File: config.mk
export PLATFORM = sky130hd
export DESIGN_NAME = cnn_quad_bram_ctrl
export DESIGN_NICKNAME = d
export VERILOG_FILES = /design/src/source/quad_ctrl_pkg.sv /design/src/source/quad_ctrl_ifs.sv /design/src/source/ce_start_chain.sv /design/src/source/cnn_quad_bram_ctrl.sv /design/src/source/pfb_fetch_tracker.sv /design/src/source/quad_ctrl_fsm.sv /design/src/source/raster_tracker.sv
export SDC_FILE = /design/constraint.sdc
export NUM_CORES = 1
export LEC_CHECK = 0
export ABC_AREA = 1
export ABC_CLOCK_PERIOD_IN_PS = 2470
export BUFFER_PORTS_ARGS = -buffer_cell sky130_fd_sc_hd__buf_2
export CAP_MARGIN = 20
export CORE_MARGIN = 1.5
export CORE_UTILIZATION = 35
export CTS_CLUSTER_SIZE = 40
export DETAILED_ROUTE_END_ITERATION = 12
export HOLD_SLACK_MARGIN = 0.08
export PLACE_DENSITY = 0.55
export RECOVER_POWER = 100
export SKIP_CTS_REPAIR_TIMING = 1
export SLEW_MARGIN = 20
export SYNTH_ARGS = -nofsm -noshare
export SYNTH_HDL_FRONTEND = slang
export SYNTH_SLANG_ARGS = --single-unit
File: constraint.sdc
create_clock -name clk -period 2.47 [get_ports clk]
set_input_delay 0.247 -clock clk [delete_from_list [all_inputs] [get_ports clk]]
set_output_delay 0.247 -clock clk [all_outputs]
set_load 0.1 [all_outputs]
File: src/source/quad_ctrl_pkg.sv
package quad_ctrl_pkg;

    //////////////////////////////////////////////////
    // Line buffer geometry
    //////////////////////////////////////////////////

    // Words in one line buffer
    localparam int BRAM_DEPTH = 1024;
    // Row and column index, half the buffer depth
    localparam int COORD_W = $clog2(BRAM_DEPTH) - 1;
    // PFB fill level
    localparam int PFB_COUNT_W = 9;

    // Engine array shape
    localparam int NUM_AWE = 4;
    localparam int NUM_CE_PER_AWE = 2;
    localparam int CE_START_W = NUM_AWE * NUM_CE_PER_AWE;

    // Job sequencing
    localparam int PRIME_ROWS = 4;
    localparam int SEQ_RDEN_DELAY = 2;
    localparam int ACCEPT_STRETCH = 5;
    // Enough bits to count down the accept pulse
    localparam int ACCEPT_CNT_W = $clog2(ACCEPT_STRETCH);

    typedef logic [COORD_W-1:0] coord_t;
    typedef logic [PFB_COUNT_W-1:0] pfb_count_t;
    typedef logic [CE_START_W-1:0] ce_start_t;

    // Main job states
    typedef enum logic [2:0] {
        IDLE,
        PRIME_BUFFER,
        WAIT_PFB_LOAD,
        ACTIVE,
        JOB_DONE
    } ctrl_state_t;

    // Row fetch states
    typedef enum logic {
        FETCH_IDLE,
        ROW_REQUEST
    } fetch_state_t;

endpackage

File: src/source/quad_ctrl_ifs.sv
//////////////////////////////////////////////////
// PFB fill status and read strobe
//////////////////////////////////////////////////

interface pfb_status_if
    import quad_ctrl_pkg::*;
();
    pfb_count_t pfb_count;
    pfb_count_t pfb_count_prev;
    // Fetch completion seen during a row request
    logic fetch_loaded;
    // One word popped from the PFB
    logic pfb_rden;

    modport tracker (
        output pfb_count,
        output pfb_count_prev,
        output fetch_loaded,
        input  pfb_rden
    );

    modport fsm (
        input  pfb_count,
        input  pfb_count_prev,
        input  fetch_loaded,
        output pfb_rden
    );
endinterface

//////////////////////////////////////////////////
// Input and output raster positions
//////////////////////////////////////////////////

interface raster_if
    import quad_ctrl_pkg::*;
();
    coord_t input_row;
    coord_t input_col;
    coord_t output_row;
    coord_t output_col;

    modport source (output input_row, output input_col, output output_row, output output_col);
    modport sink (input input_row, input input_col, input output_row, input output_col);
endinterface

File: src/source/ce_start_chain.sv
module ce_start_chain
    import quad_ctrl_pkg::*;
(
    input  logic      clk,
    input  logic      rst,
    input  logic      seq_rden,
    input  logic      active,
    output ce_start_t ce_start
);

    // Sequencer read to data valid latency
    logic [SEQ_RDEN_DELAY-1:0] seq_rden_dly;
    // First engine start while executing
    logic                      start_bit;

    assign start_bit = active && seq_rden_dly[SEQ_RDEN_DELAY-1];

    //////////////////////////////////////////////////
    // Delay line and staggered start chain
    //////////////////////////////////////////////////

    always_ff @(posedge clk) begin
        if (rst) begin
            seq_rden_dly <= '0;
            ce_start     <= '0;
        end else begin
            seq_rden_dly <= {seq_rden_dly[SEQ_RDEN_DELAY-2:0], seq_rden};
            // Each engine starts one cycle after its neighbour
            ce_start <= {ce_start[CE_START_W-2:0], start_bit};
        end
    end

endmodule

File: src/source/cnn_quad_bram_ctrl.sv
module cnn_quad_bram_ctrl
    import quad_ctrl_pkg::*;
(
    input  logic       clk,
    input  logic       rst,
    input  coord_t     num_input_cols,
    input  coord_t     num_input_rows,
    input  logic       job_start,
    input  logic       job_fetch_ack,
    input  logic       job_fetch_complete,
    input  logic       job_complete_ack,
    input  pfb_count_t pfb_full_count,
    input  logic       row_matric,
    input  logic       last_kernel,
    input  logic       next_row,
    output logic       job_accept,
    output logic       job_fetch_request,
    output logic       job_complete,
    output coord_t     input_row,
    output coord_t     input_col,
    output logic [1:0] gray_code,
    output logic       pfb_rden,
    output coord_t     wr_addr,
    output ce_start_t  ce_start,
    output logic       seq_rden
);

    pfb_status_if pfb_bus ();
    raster_if     pos_bus ();

    // ACTIVE state flag for the start chain
    logic active;

    assign input_row = pos_bus.input_row;
    assign input_col = pos_bus.input_col;
    assign pfb_rden  = pfb_bus.pfb_rden;

    //////////////////////////////////////////////////
    // Instances
    //////////////////////////////////////////////////

    pfb_fetch_tracker u_fetch (
        .clk                (clk),
        .rst                (rst),
        .job_fetch_ack      (job_fetch_ack),
        .job_fetch_complete (job_fetch_complete),
        .pfb_full_count     (pfb_full_count),
        .pfb                (pfb_bus)
    );

    raster_tracker u_raster (
        .clk            (clk),
        .rst            (rst),
        .num_input_cols (num_input_cols),
        .next_row       (next_row),
        .gray_code      (gray_code),
        .pfb            (pfb_bus),
        .pos            (pos_bus)
    );

    ce_start_chain u_ce_chain (
        .clk      (clk),
        .rst      (rst),
        .seq_rden (seq_rden),
        .active   (active),
        .ce_start (ce_start)
    );

    quad_ctrl_fsm u_fsm (
        .clk                (clk),
        .rst                (rst),
        .job_start          (job_start),
        .job_fetch_ack      (job_fetch_ack),
        .job_fetch_complete (job_fetch_complete),
        .job_complete_ack   (job_complete_ack),
        .num_input_cols     (num_input_cols),
        .num_input_rows     (num_input_rows),
        .pfb_full_count     (pfb_full_count),
        .row_matric         (row_matric),
        .last_kernel        (last_kernel),
        .job_accept         (job_accept),
        .job_fetch_request  (job_fetch_request),
        .job_complete       (job_complete),
        .seq_rden           (seq_rden),
        .active             (active),
        .wr_addr            (wr_addr),
        .pfb                (pfb_bus),
        .pos                (pos_bus)
    );

endmodule

File: src/source/pfb_fetch_tracker.sv
module pfb_fetch_tracker
    import quad_ctrl_pkg::*;
(
    input  logic       clk,
    input  logic       rst,
    input  logic       job_fetch_ack,
    input  logic       job_fetch_complete,
    input  pfb_count_t pfb_full_count,
    pfb_status_if.tracker pfb
);

    fetch_state_t fetch_state;

    // Completion only counts once the request was acknowledged
    assign pfb.fetch_loaded = job_fetch_complete && (fetch_state == ROW_REQUEST);

    //////////////////////////////////////////////////
    // Fetch handshake state
    //////////////////////////////////////////////////

    always_ff @(posedge clk) begin
        if (rst) begin
            fetch_state <= FETCH_IDLE;
        end else begin
            unique case (fetch_state)
                FETCH_IDLE: begin
                    // Responder took the request, row is on its way
                    if (job_fetch_ack) begin
                        fetch_state <= ROW_REQUEST;
                    end
                end
                ROW_REQUEST: begin
                    if (job_fetch_complete) begin
                        fetch_state <= FETCH_IDLE;
                    end
                end
                default: fetch_state <= FETCH_IDLE;
            endcase
        end
    end

    //////////////////////////////////////////////////
    // PFB fill level
    //////////////////////////////////////////////////

    always_ff @(posedge clk) begin
        if (rst) begin
            pfb.pfb_count      <= '0;
            pfb.pfb_count_prev <= '0;
        end else begin
            // A pop wins over a refill in the same cycle
            if (pfb.pfb_rden) begin
                pfb.pfb_count <= pfb.pfb_count - 1'b1;
            end else if (pfb.fetch_loaded) begin
                pfb.pfb_count <= pfb_full_count;
            end
            // Previous level, used to see a drained buffer settle
            pfb.pfb_count_prev <= pfb.pfb_count;
        end
    end

endmodule

File: src/source/quad_ctrl_fsm.sv
module quad_ctrl_fsm
    import quad_ctrl_pkg::*;
(
    input  logic       clk,
    input  logic       rst,
    input  logic       job_start,
    input  logic       job_fetch_ack,
    input  logic       job_fetch_complete,
    input  logic       job_complete_ack,
    input  coord_t     num_input_cols,
    input  coord_t     num_input_rows,
    input  pfb_count_t pfb_full_count,
    input  logic       row_matric,
    input  logic       last_kernel,
    output logic       job_accept,
    output logic       job_fetch_request,
    output logic       job_complete,
    output logic       seq_rden,
    output logic       active,
    output coord_t     wr_addr,
    pfb_status_if.fsm  pfb,
    raster_if.sink     pos
);

    ctrl_state_t             state;
    // State to resume after a PFB refill
    ctrl_state_t             prev_state;
    logic [ACCEPT_CNT_W-1:0] accept_cnt;
    // Request was taken, wait for the row to land
    logic                    fetch_acked;
    logic                    pfb_rden_q;

    assign pfb.pfb_rden = pfb_rden_q;
    assign active       = (state == ACTIVE);

    //////////////////////////////////////////////////
    // Job state machine
    //////////////////////////////////////////////////

    always_ff @(posedge clk) begin
        if (rst) begin
            state             <= IDLE;
            prev_state        <= IDLE;
            accept_cnt        <= '0;
            job_accept        <= 1'b0;
            fetch_acked       <= 1'b0;
            job_fetch_request <= 1'b0;
            job_complete      <= 1'b0;
            pfb_rden_q        <= 1'b0;
            seq_rden          <= 1'b0;
            wr_addr           <= '0;
        end else begin
            // Strobes drop unless a state holds them
            pfb_rden_q        <= 1'b0;
            seq_rden          <= 1'b0;
            job_fetch_request <= 1'b0;
            job_complete      <= 1'b0;

            // Accept pulse countdown
            if (accept_cnt != '0) begin
                accept_cnt <= accept_cnt - 1'b1;
            end else begin
                job_accept <= 1'b0;
            end

            unique case (state)
                IDLE: begin
                    if (job_start) begin
                        job_accept <= 1'b1;
                        accept_cnt <= ACCEPT_CNT_W'(ACCEPT_STRETCH - 1);
                        state      <= PRIME_BUFFER;
                    end
                end
                PRIME_BUFFER: begin
                    // PFB drained and settled, more rows still needed
                    if (pfb.pfb_count == '0 && pfb.pfb_count_prev == '0 &&
                        pos.input_row < coord_t'(PRIME_ROWS)) begin
                        prev_state <= PRIME_BUFFER;
                        state      <= WAIT_PFB_LOAD;
                    end
                    // Last primed row in and a fresh row waiting
                    if (pos.input_row == coord_t'(PRIME_ROWS - 1) &&
                        pfb.pfb_count == pfb_full_count) begin
                        state <= ACTIVE;
                    end else if (pfb.pfb_count > pfb_count_t'(1)) begin
                        // Reads are one cycle behind the count
                        pfb_rden_q <= 1'b1;
                    end
                end
                WAIT_PFB_LOAD: begin
                    // Hold the request until the responder takes it
                    if (job_fetch_ack) begin
                        fetch_acked <= 1'b1;
                    end else if (!fetch_acked) begin
                        job_fetch_request <= 1'b1;
                    end
                    if (job_fetch_complete) begin
                        fetch_acked <= 1'b0;
                    end
                    // Row landed in the PFB
                    if (pfb.fetch_loaded) begin
                        state <= prev_state;
                    end
                end
                ACTIVE: begin
                    seq_rden <= 1'b1;
                    // Fetch next input word while the row matrix runs
                    if (row_matric && last_kernel) begin
                        wr_addr    <= wr_addr + 1'b1;
                        pfb_rden_q <= 1'b1;
                    end
                    // End of an output row
                    if (pos.output_col == num_input_cols) begin
                        seq_rden <= 1'b0;
                        if (pos.output_row == num_input_rows) begin
                            state <= JOB_DONE;
                        end else if (pfb.pfb_count != pfb_count_t'(num_input_cols)) begin
                            prev_state <= ACTIVE;
                            state      <= WAIT_PFB_LOAD;
                        end
                    end
                end
                JOB_DONE: begin
                    // Completion held until acknowledged
                    if (job_complete_ack) begin
                        state <= IDLE;
                    end else begin
                        job_complete <= 1'b1;
                    end
                end
                default: state <= IDLE;
            endcase
        end
    end

endmodule

File: src/source/raster_tracker.sv
module raster_tracker
    import quad_ctrl_pkg::*;
(
    input  logic       clk,
    input  logic       rst,
    input  coord_t     num_input_cols,
    input  logic       next_row,
    output logic [1:0] gray_code,
    pfb_status_if.fsm  pfb,
    raster_if.source   pos
);

    // Binary row pointer over the four line buffers
    logic [1:0] row_ptr;

    //////////////////////////////////////////////////
    // Input raster, advanced by PFB reads
    //////////////////////////////////////////////////

    always_ff @(posedge clk) begin
        if (rst) begin
            pos.input_row <= '0;
            pos.input_col <= '0;
        end else if (pos.input_col == num_input_cols) begin
            // End of row takes priority over a read
            pos.input_col <= '0;
            pos.input_row <= pos.input_row + 1'b1;
        end else if (pfb.pfb_rden) begin
            pos.input_col <= pos.input_col + 1'b1;
        end
    end

    //////////////////////////////////////////////////
    // Output raster, advanced by consumed rows
    //////////////////////////////////////////////////

    always_ff @(posedge clk) begin
        if (rst) begin
            pos.output_row <= '0;
            pos.output_col <= '0;
        end else if (pos.output_col == num_input_cols) begin
            pos.output_col <= '0;
            pos.output_row <= pos.output_row + 1'b1;
        end else if (next_row) begin
            pos.output_col <= pos.output_col + 1'b1;
        end
    end

    // Row pointer, wraps after four rows
    always_ff @(posedge clk) begin
        if (rst) begin
            row_ptr <= '0;
        end else if (next_row) begin
            row_ptr <= row_ptr + 1'b1;
        end
    end

    // Gray encoding, one bit flips per step
    assign gray_code = {row_ptr[1], row_ptr[1] ^ row_ptr[0]};

endmodule

# Yosys cells after proc, flatten, opt, wreduce, memory -nomap -nowiden
# Cells that the tools add are included.
dict set report word_totals {
  register_bits 91
  in_bits 36
  out_inout_bits 42
  wordCells 110
}
dict set report op_classes {
  add_sub_neg 8
  n_lt_le_gt_ge 2
  eq_ne 19
  muxes 34
  bitwise 5
  n_reduce_logical 22
}
# op count
set ops {}
lappend ops {{adder 9 x 1 -> 9 bit, second input constant} 5}
lappend ops {{2-to-1 mux 3 bit} 15}
lappend ops {{equality test 9 bit} 4}
lappend ops {{zero test 9 bit} 2}
lappend ops {{2-to-1 mux 9 bit} 2}
lappend ops {{case mux 3 bit (5 select lines)} 1}
lappend ops {{2-to-1 mux 1 bit} 13}
lappend ops {{equality test 9 x 2 -> 1 bit, second input constant} 1}
lappend ops {{greater-than comparator 9 x 1 -> 1 bit, second input constant} 1}
lappend ops {{less-than comparator 9 x 3 -> 1 bit, second input constant} 1}
lappend ops {{!= test 9 bit} 1}
lappend ops {{subtractor 9 x 1 -> 9 bit, second input constant} 1}
lappend ops {{!= test 2 bit, second input constant} 4}
lappend ops {{OR reduction 2 bit} 4}
lappend ops {{equality test 3 x 2 -> 1 bit, second input constant} 2}
lappend ops {{logical AND 1 bit} 6}
lappend ops {{!= test 2 x 1 -> 1 bit, second input constant} 3}
lappend ops {{!= test 3 x 1 -> 1 bit, second input constant} 2}
lappend ops {{case mux 3 bit (2 select lines)} 1}
lappend ops {{AND reduction 6 bit} 1}
lappend ops {{nonzero test 2 bit} 3}
lappend ops {{AND reduction 5 bit} 1}
lappend ops {{NOT 1 bit} 4}
lappend ops {{case mux 1 bit (2 select lines)} 2}
lappend ops {{other kinds (9)} 10}

# Longest topological paths before layout
# Gate-level depths: netlist of run 1.
dict set report depth {
  word_depth 6
  mapped_depth 15
  mapped_depth_nobuf 15
}

# Worst setup path after synthesis of run 1
# Ideal clock, no wire load.
dict set report synth_path {
  kind {register to register}
  startpoint {reg u_raster.pos.input_col[1]}
  endpoint {reg u_raster.pos.input_col[8]}
  setup_time_ns 0.066
  arrival_time_ns 2.204
  t_required_ns 2.404
  setup_slack_ns 0.200
  path_stages_with_launch 8
  n_path_buf 0
  synth_period_minus_slack_ns 2.270
  cell_sequence {dfxtp_1 > ha_1 > nand3_1 > nor2_1 > nand3_1 > nand3b_1 > xor2_1 > nor2_1}
}
dict set report synth_between {
  elab_chain_cells 2
  elab_cells_between_ends 3
  classes_between {add/sub: 1; eq/ne: 1; reduce/logical: 1}
}
# item line_no
set synth_lines {}
lappend synth_lines {{from (decl)} quad_ctrl_ifs.sv:42} ;# modport source (output input_row, output input_col, output output_row, output output_col);
lappend synth_lines {{from (signal assigned)} raster_tracker.sv:29} ;# pos.input_col <= pos.input_col + 1'b1;
lappend synth_lines {{parallel branches: the longest is 2 deep, another holds adder 9 x 1 -> 9 bit} n/a}
# Several ways; the timed one is not identified.
# A chain may end at the register's enable or synchronous reset.

# Final worst setup path of run 1
dict set report layout_path {
  startpoint {reg u_raster.pos.input_col[0]}
  endpoint {reg u_raster.pos.input_col[0]}
}
# Same word-level chain as after synthesis.

==> results of run 1 <==
cell families (layout without fill, tap and decap cells):
group                    Yosys count  after routing  synth area share
adder cells (fa/ha/maj)           11             11            0.0297
buffers and inverters             99            182            0.0846
flip-flops                        90             90             0.389
multiplexers                       1              1           0.00216
AO/OA/AOI/OAI                     76             76            0.0932
AND/OR/NAND/NOR                  320            320             0.295
XOR/XNOR                          56             56             0.106
state kept, by name, indices dropped and copies added, names as in the netlist, 2 cells and up:
name / cells
u_raster.pos.output_col: 9
u_fsm.wr_addr: 9
u_fetch.pfb.pfb_count_prev: 9
u_fsm.accept_cnt: 3
u_raster.row_ptr: 2
u_raster.pos.input_row: 9
u_fsm.state: 3
u_raster.pos.output_row: 9
u_ce_chain.ce_start: 8
u_fetch.pfb.pfb_count: 9
u_raster.pos.input_col: 9
u_fsm.prev_state: 2
u_ce_chain.seq_rden_dly: 2
how the worst min path moves through the flow:
stage | to | slack [ps] | cells past startpoint
finish | u_fsm.fetch_acked | 100 | 2
floorplan | u_fsm.job_fetch_request | 330 | 1
global route | u_fsm.fetch_acked | 110 | 2
detailed placement | u_ce_chain.seq_rden_dly[1] | 400 | 2
global placement | u_ce_chain.seq_rden_dly[1] | 390 | 2
CTS | u_fsm.fetch_acked | 90 | 2
per-stage QoR:
stage	hold slack (ps)	power, mW	instance area, um2	util
floorplan	326	2.46	4630	-
global placement	393	2.72	5200	0.407
detailed placement	401	2.73	5200	0.407
CTS	85.8	4.35	5550	0.435
global route	107	4.55	5460	0.428
finish	101	4.30	5460	0.428
cell usage in the layout (no fill, tap or decap), drive strengths merged:
| master | synthesis | routed |
|---|---|---|
| o2111ai | 2 | 2 |
| nand3 | 32 | 32 |
| buf | 6 | 37 |
| clkinv | 1 | 2 |
| nor3b | 5 | 5 |
| xnor2 | 23 | 23 |
| mux2i | 1 | 1 |
| o31ai | 1 | 1 |
| xor2 | 33 | 33 |
| clkbuf | 9 | 55 |
| nand2 | 144 | 144 |
| o211ai | 3 | 3 |
| nand3b | 2 | 2 |
| or2 | 3 | 3 |
| clkinvlp | 0 | 2 |
| and2 | 1 | 1 |
| a32o | 2 | 2 |
| o21a | 1 | 1 |
| and3 | 1 | 1 |
| nor4 | 4 | 4 |
| a211oi | 3 | 3 |
| nand4 | 5 | 5 |
| a21boi | 1 | 1 |
| nor3 | 10 | 10 |
| a2111oi | 1 | 1 |
| dfxtp | 90 | 90 |
| inv | 83 | 83 |
| a21oi | 36 | 36 |
| bufinv | 0 | 3 |
| o21ai | 26 | 26 |
| nor2 | 113 | 113 |
| ha | 11 | 11 |
final cells by class:
type	count	area, um2
fill	1324	7310
inverter	84	320
clock buffer	10	239
multi-input combinational	464	2410
sequential	90	1800
tap	172	215
clock inverter	6	114
timing repair buffer	82	359
power groups by stage:
stage | Sequential, mW | Combinational [mW] | Clock (mW)
3_5_place_dp | 1.71 | 1.02 | 0
6_report | 1.68 | 1.00 | 1.61
4_1_cts | 1.68 | 1.02 | 1.65
2_1_floorplan | 1.80 | 0.660 | 0
3_3_place_gp | 1.71 | 1.01 | 0
5_1_grt | 1.69 | 1.14 | 1.71
per-layer routing:
metal  vias up  global-route usage  wire [um]
li1       2209                   -          -
met5         -                   0          0
met3        21              0.0320        482
met1      1897               0.235       5700
met4         0              0.0846        337
met2       101               0.281       5390
==> summary.txt, run 1 <==
CTS
  – Worst-path clk slew: 70 ps
  – CTS Sinks: 90
  – CTS tree: done
  – CTS root buf: clkbuf_16
  – Skew-Pair Late Insertion Delay: 350 ps
  – Bufs on Longest Clock Path: 2
  – CTS buffer count: 9
  – CTS HTree Levels: 3

Route
  – Pre-antenna DRT Iters: 4
  – DR vias: around 4.2k
  – Wire per inst: 13.1 um
  – Post-DR vias/cell: 4.66
  – DRC: 0
  – Initial DRC count: roughly 160
  – Antenna Violating Nets Remaining: 0
  – Drt total wl: 11.9 mm

Run status
  – Outcome: finished, violations left
  – Failing checks: capacitance limit, slew limit

Setup path
  – R2R Path End: u_raster.pos.input_col[0]
  – CP delay by family, top: simple AND/OR/NAND/NOR gates
  – Crit path depth: 6
  – Critical path class: register to register
  – Crit-path max cell delay: 460 ps
  – Critical Path, Cell by Cell: xnor2_1 > nand3_1 > nor4_4 > nand2_2 > nand2_1 > nor3b_1
  – Critical path capture point: u_raster.pos.input_col[0]
  – Worst r2r path cells: 6
  – CP max FO: 11
  – Setup crit start kind: register
  – Worst Path Required: roughly 2700 ps
  – Slowest CP cell: nor4_4
  – R2r startpoint: u_raster.pos.input_col[0]
  – Kind of end point of the critical path: register
  – CP startpoint: u_raster.pos.input_col[0]
  – WP data arrival: approximately 2300 ps
  – CP bufs+invs: 0
  – Setup slack, reg-to-reg: 360 ps

Logic synthesis
  – Post-synth EDFFs: 0
  – Largest cells by area after synthesis: dfxtp_1, nand2_1, nor2_1, inv_1, xor2_1
  – Ys Warns: 0
  – Gate count of the mapped netlist: 653
  – Most common cell in the synthesized netlist: nand2_1
  – Mapped Area: 4630 um2
  – Synth Register Bits: 90
  – Synth Flop Type: dfxtp_1
  – Post-synth cell types: 39
  – List of most frequent post-synthesis cells: nand2_1, nor2_1, dfxtp_1, inv_1, a21oi_1
  – Biggest area consumer among synthesized cells: dfxtp_1
  – Mapped Nets: 700
  – Syn Area/Cell: 7.09 um2
  – Fraction of registers with async set or reset after synthesis: 0
  – Synth top area share: 0.389
  – Post-synthesis sequential area ratio: 0.389

Floorplanning
  – Die height: 118 um
  – Row Count: 41
  – Initial Util: 0.363
  – Die width: 118 um
  – I/O pin total: 78
  – Die ar.: 13900 um2
  – Core ar.: 12800 um2

Timing
  – Final setup viols: 0
  – Post-Route Setup TNS: 0 ps
  – Setup Skew: 8.58 ps
  – Setup ws final: 361 ps
  – Post-layout min period: 2110 ps
  – Fin. Hold Viols: 0
  – Max Slew Vio Count: 44
  – Worst Tran Pin Value: 2030 ps
  – RSZ-0062 raised after global routing: false
  – Fin crit share: 0.854
  – Max_slew headroom: -0.352
  – Max Clock Freq: around 470 MHz

Cells and area
  – Ratio of cells with drive above 1 in the final layout: 0.0842
  – Layout area overhead: 18.0%
  – Non-Filler Instances: a little over 900
  – Antenna diode count: 0
  – Final nets: 778

Power
  – VDD IR-drop max: 515 uV
  – Int Pwr: 2.89 mW
  – Leakage: approximately 2.3 nW
  – P_sw: around 1.4 mW
  – Pwr dens: 786 nW/um2
  – Power share of the clock group: 0.376
  – Comb pwr share: 0.234
  – Sw Share: 0.327
  – Sequential Power Share: 0.390

GRT
  – Vias in the first global route: 3980
  – Largest net degree at the start of global routing: between 40 and 50
  – GRT Total Usage: 0.178
  – GRT overflow: 0
  – Initial antenna violation count: 0
  – Global-route wire length before repair: 19.7 mm

Worst hold path
  – Worst Hold Launch: job_fetch_complete
  – Hold Path Class: primary input to register

Placed design
  – Number of port buffers: between 70 and 80
  – Dpl ws: 477 ps
  – Placed cells: 892
  – DPL Wire Length: 9.05 mm
  – Gpl congestion: about 0.84

Flow run
  – Number of max-cap violations: 1
(Power assumes the default switching activity.)
==> run 2: changes to the inputs <==
--- a/config.mk
+++ b/config.mk
@@ -5,7 +5,6 @@
 export SDC_FILE = /design/constraint.sdc
 export NUM_CORES = 1
 export LEC_CHECK = 0
-export ABC_AREA = 1
 export ABC_CLOCK_PERIOD_IN_PS = 2470
 export BUFFER_PORTS_ARGS = -buffer_cell sky130_fd_sc_hd__buf_2
 export CAP_MARGIN = 20
==> run 2 against run 1 <==
  * The flow still finishes with violations (capacitance limit, slew limit)
  * Sequential share of layout area increased by 2.2 points
  * Via count decreased by 18%
  * Routed wire length decreased by 17%
  * Register-to-register slack got worse by 50 ps
  * Core utilization about the same
  * Sequential power about the same
  * Highest routed layer unchanged
  * Clock power decreased by 15%
==> summary.txt, run 2 <==
Run status
  – Outcome: finished, violations left
  – Failing checks: capacitance limit, slew limit

Cells and area
  – Most frequent cells in the layout: dfxtp_1, nor2_1, clkbuf_1
  – Layout area overhead: 18.7%
  – Commonest non-fill, non-tap cell in the layout: dfxtp_1
  – Antenna diode count: 0 (unchanged)
  – Final nets: 599 (-23%)
  – Ratio of cells with drive above 1 in the final layout: 0.135 (+0.0507)
  – Fillers: 1201 (-9.3%)

Placed design
  – Number of port buffers: 77 (unchanged)
  – DPL Wire Length: 7.34 mm (-19%)
  – Gpl congestion: 0.831 (-1.2%)

Timing
  – Final setup viols: 0 (unchanged)
  – Post-Route Setup TNS: 0 ps (unchanged)
  – Max_slew headroom: -0.0180 (+0.334)
  – Fin crit share: 0.873 (+0.0190)
  – Post-layout min period: 2160 ps (+46.8 ps)
  – Setup Skew: 5.94 ps (-2.65 ps)
  – Worst Tran Pin Value: 1530 ps (-502 ps)
  – Max Slew Vio Count: 37 (-16%)
  – RSZ-0062 raised after global routing: false
  – Fin. Hold Viols: 0 (unchanged)
  – Hold slack final: 115 ps (+13.3 ps)
  – Max Clock Freq: 464 MHz (-2.2%)

Setup path
  – CP max FO: 10 (-1)
  – R2R Path End: u_fsm.state[1]
  – Critical Path, Cell by Cell: or4_4 > nor4_4 > and3b_1 > nor3_1 > nor3_4 > mux2_1
  – Kind of end point of the critical path: register
  – Worst Path Required: 2690 ps (about the same)
  – Setup slack, reg-to-reg: 310 ps (-50 ps)
  – Setup crit start kind: register
  – Slowest CP cell: or4_4
  – Crit-path max cell delay: 600 ps (+140 ps)
  – Worst r2r path cells: 6 (unchanged)
  – R2r startpoint: u_fetch.pfb.pfb_count[4]
  – WP data arrival: 2380 ps (+40 ps)
  – Critical path class: register to register

Power
  – Leakage: 2.01 nW (-13%)
  – VDD IR-drop max: 272 uV (-47%)
  – Sequential Power Share: 0.424 (+0.034)
  – P_sw: 1.23 mW (-13%)
  – Sw Share: 0.307 (-0.0196)
  – Comb pwr share: 0.232 (-0.002)
  – Int Pwr: 2.77 mW (-4.3%)
  – Pwr dens: 775 nW/um2 (-1.4%)
  – Power share of the clock group: 0.344 (-0.032)

GRT
  – Initial antenna violation count: 0 (unchanged)
  – Vias in the first global route: 3353 (-16%)
  – Largest net degree at the start of global routing: 37 (-16%)
  – Global-route wire length before repair: 16.4 mm (-17%)
  – GRT Total Usage: 0.160 (-0.0180)
  – GRT overflow: 0 (unchanged)

Worst hold path
  – Hold Crit Endpoint: u_fsm.job_fetch_request
  – Worst Hold Launch: job_fetch_ack
  – Hold Path Class: primary input to register
  – Depth of the worst hold-timing path: 2 (unchanged)

Floorplanning
  – I/O pin total: 78 (unchanged)
  – Core ar.: 12100 um2 (-5.6%)
  – Initial Util: 0.360 (-0.00246)
  – Die height: 114 um (-3.1%)
  – Die width: 114 um (-3.1%)
  – Die ar.: 13100 um2 (-6.1%)
  – Row Count: 40 (-2.4%)

CTS
  – CTS Sinks: 90 (unchanged)
  – CTS tree: done
  – CTS root buf: clkbuf_16
  – CTS buffer count: 9 (unchanged)
  – CTS HTree Levels: 3 (unchanged)
  – Worst-path clk slew: 60 ps (about the same)
  – Bufs on Longest Clock Path: 2 (unchanged)
  – Skew-Pair Late Insertion Delay: 340 ps (about the same)

Logic synthesis
  – Post-synth cell types: 46 (+18%)
  – Fraction of registers with async set or reset after synthesis: 0 (unchanged)
  – Post-synth EDFFs: 0 (unchanged)
  – Biggest area consumer among synthesized cells: dfxtp_1
  – Largest cells by area after synthesis: dfxtp_1, xor2_1, xnor2_1, nor2_1, nand4_1
  – List of most frequent post-synthesis cells: dfxtp_1, nor2_1, xor2_1, xnor2_1, nand2_1
  – Most common cell in the synthesized netlist: dfxtp_1
  – Syn Area/Cell: 9.07 um2 (+28%)
  – Mapped Nets: 526 (-25%)
  – Synth Flop Type: dfxtp_1
  – Mapped Area: 4340 um2 (-6.2%)
  – Post-synthesis sequential area ratio: 0.415 (+0.0258)
  – Gate count of the mapped netlist: 479 (-27%)
  – Synth top area share: 0.415 (+0.0258)
  – Ys Warns: 0 (unchanged)
  – Synth Register Bits: 90 (unchanged)

Route
  – Drt total wl: 9.84 mm (-17%)
  – Post-DR vias/cell: 4.82 (+3.5%)
  – Antenna Violating Nets Remaining: 0 (unchanged)
  – Initial DRC count: 99 (-37%)
  – Pre-antenna DRT Iters: 4 (unchanged)
  – DR vias: 3488 (-18%)
  – Wire per inst: 13.6 um (+3.7%)
  – DRC: 0 (unchanged)

Flow run
  – Number of max-cap violations: 1 (unchanged)
run 2: worst max path at each step:
stage                                     from                          to  slack, ps  cells past startpoint
finish                u_fetch.pfb.pfb_count[4]              u_fsm.state[1]        310                      6
global route        u_raster.pos.output_col[1]  u_raster.pos.output_col[3]        150                      6
CTS                   u_fetch.pfb.pfb_count[4]              u_fsm.state[1]        340                      6
detailed placement    u_fetch.pfb.pfb_count[4]              u_fsm.state[1]        340                      6
global placement      u_fetch.pfb.pfb_count[4]              u_fsm.state[1]        380                      6
floorplan            u_raster.pos.input_row[0]              u_fsm.state[1]         60                      6
run 2: power by group through the flow:
stage | registers [mW] | logic [mW] | clock network (mW)
6_report | 1.69 | 0.927 | 1.37
5_1_grt | 1.71 | 1.03 | 1.47
4_1_cts | 1.69 | 0.947 | 1.42
3_5_place_dp | 1.72 | 0.940 | 0
3_3_place_gp | 1.72 | 0.936 | 0
2_1_floorplan | 1.73 | 0.719 | 0
run 2: cell families (layout without fill, tap and decap cells):
| kind of cell | count (synthesis) | in the layout | share of synthesized area |
|---|---|---|---|
| AOI/OAI and AO/OA | 51 | 51 | 0.0778 |
| adders and majority gates | 11 | 11 | 0.0317 |
| xor gates and xnor gates | 87 | 87 | 0.175 |
| buffers and inverters | 40 | 117 | 0.0383 |
| DFF | 90 | 90 | 0.415 |
| and+or+nand+nor | 192 | 192 | 0.242 |
| muxes | 8 | 8 | 0.0196 |
run 2: per-layer routing:
layer	track usage	share of wire	vias up
met3	0.0318	0.033	17
met5	0	0	-
met2	0.253	0.47	59
met4	0.0858	0.027	0
li1	-	-	1782
met1	0.206	0.47	1630
run 2: worst max-delay path: cells and delay by family, from the launching register on:
| kind | cells | cell delay (ps) |
|---|---|---|
| and+or+nand+nor | 5 | 1290 |
| DFF | 1 | 410 |
| muxes | 1 | 350 |
run 2: area by class of cell:
| class | instances | area (um2) | share of cell area |
|---|---|---|---|
| tap | 168 | 210 | 0.0408 |
| clock buffer | 11 | 253 | 0.0490 |
| clock inverter | 4 | 51.3 | 0.00995 |
| timing repair buffer | 90 | 413 | 0.0801 |
| inverter | 12 | 45.0 | 0.00874 |
| sequential | 90 | 1810 | 0.351 |
| multi-input combinational | 349 | 2370 | 0.460 |
run 2: through the flow:
stage	total power, mW	worst slack [ps]	cells	cell area [um2]	util
3_3_place_gp	2.65	384	709	4930	0.409
4_1_cts	4.05	335	724	5240	0.434
5_1_grt	4.21	151	724	5150	0.427
6_report	3.99	314	724	5150	0.427
3_5_place_dp	2.66	337	709	4930	0.409
2_1_floorplan	2.45	57.1	479	4350	-
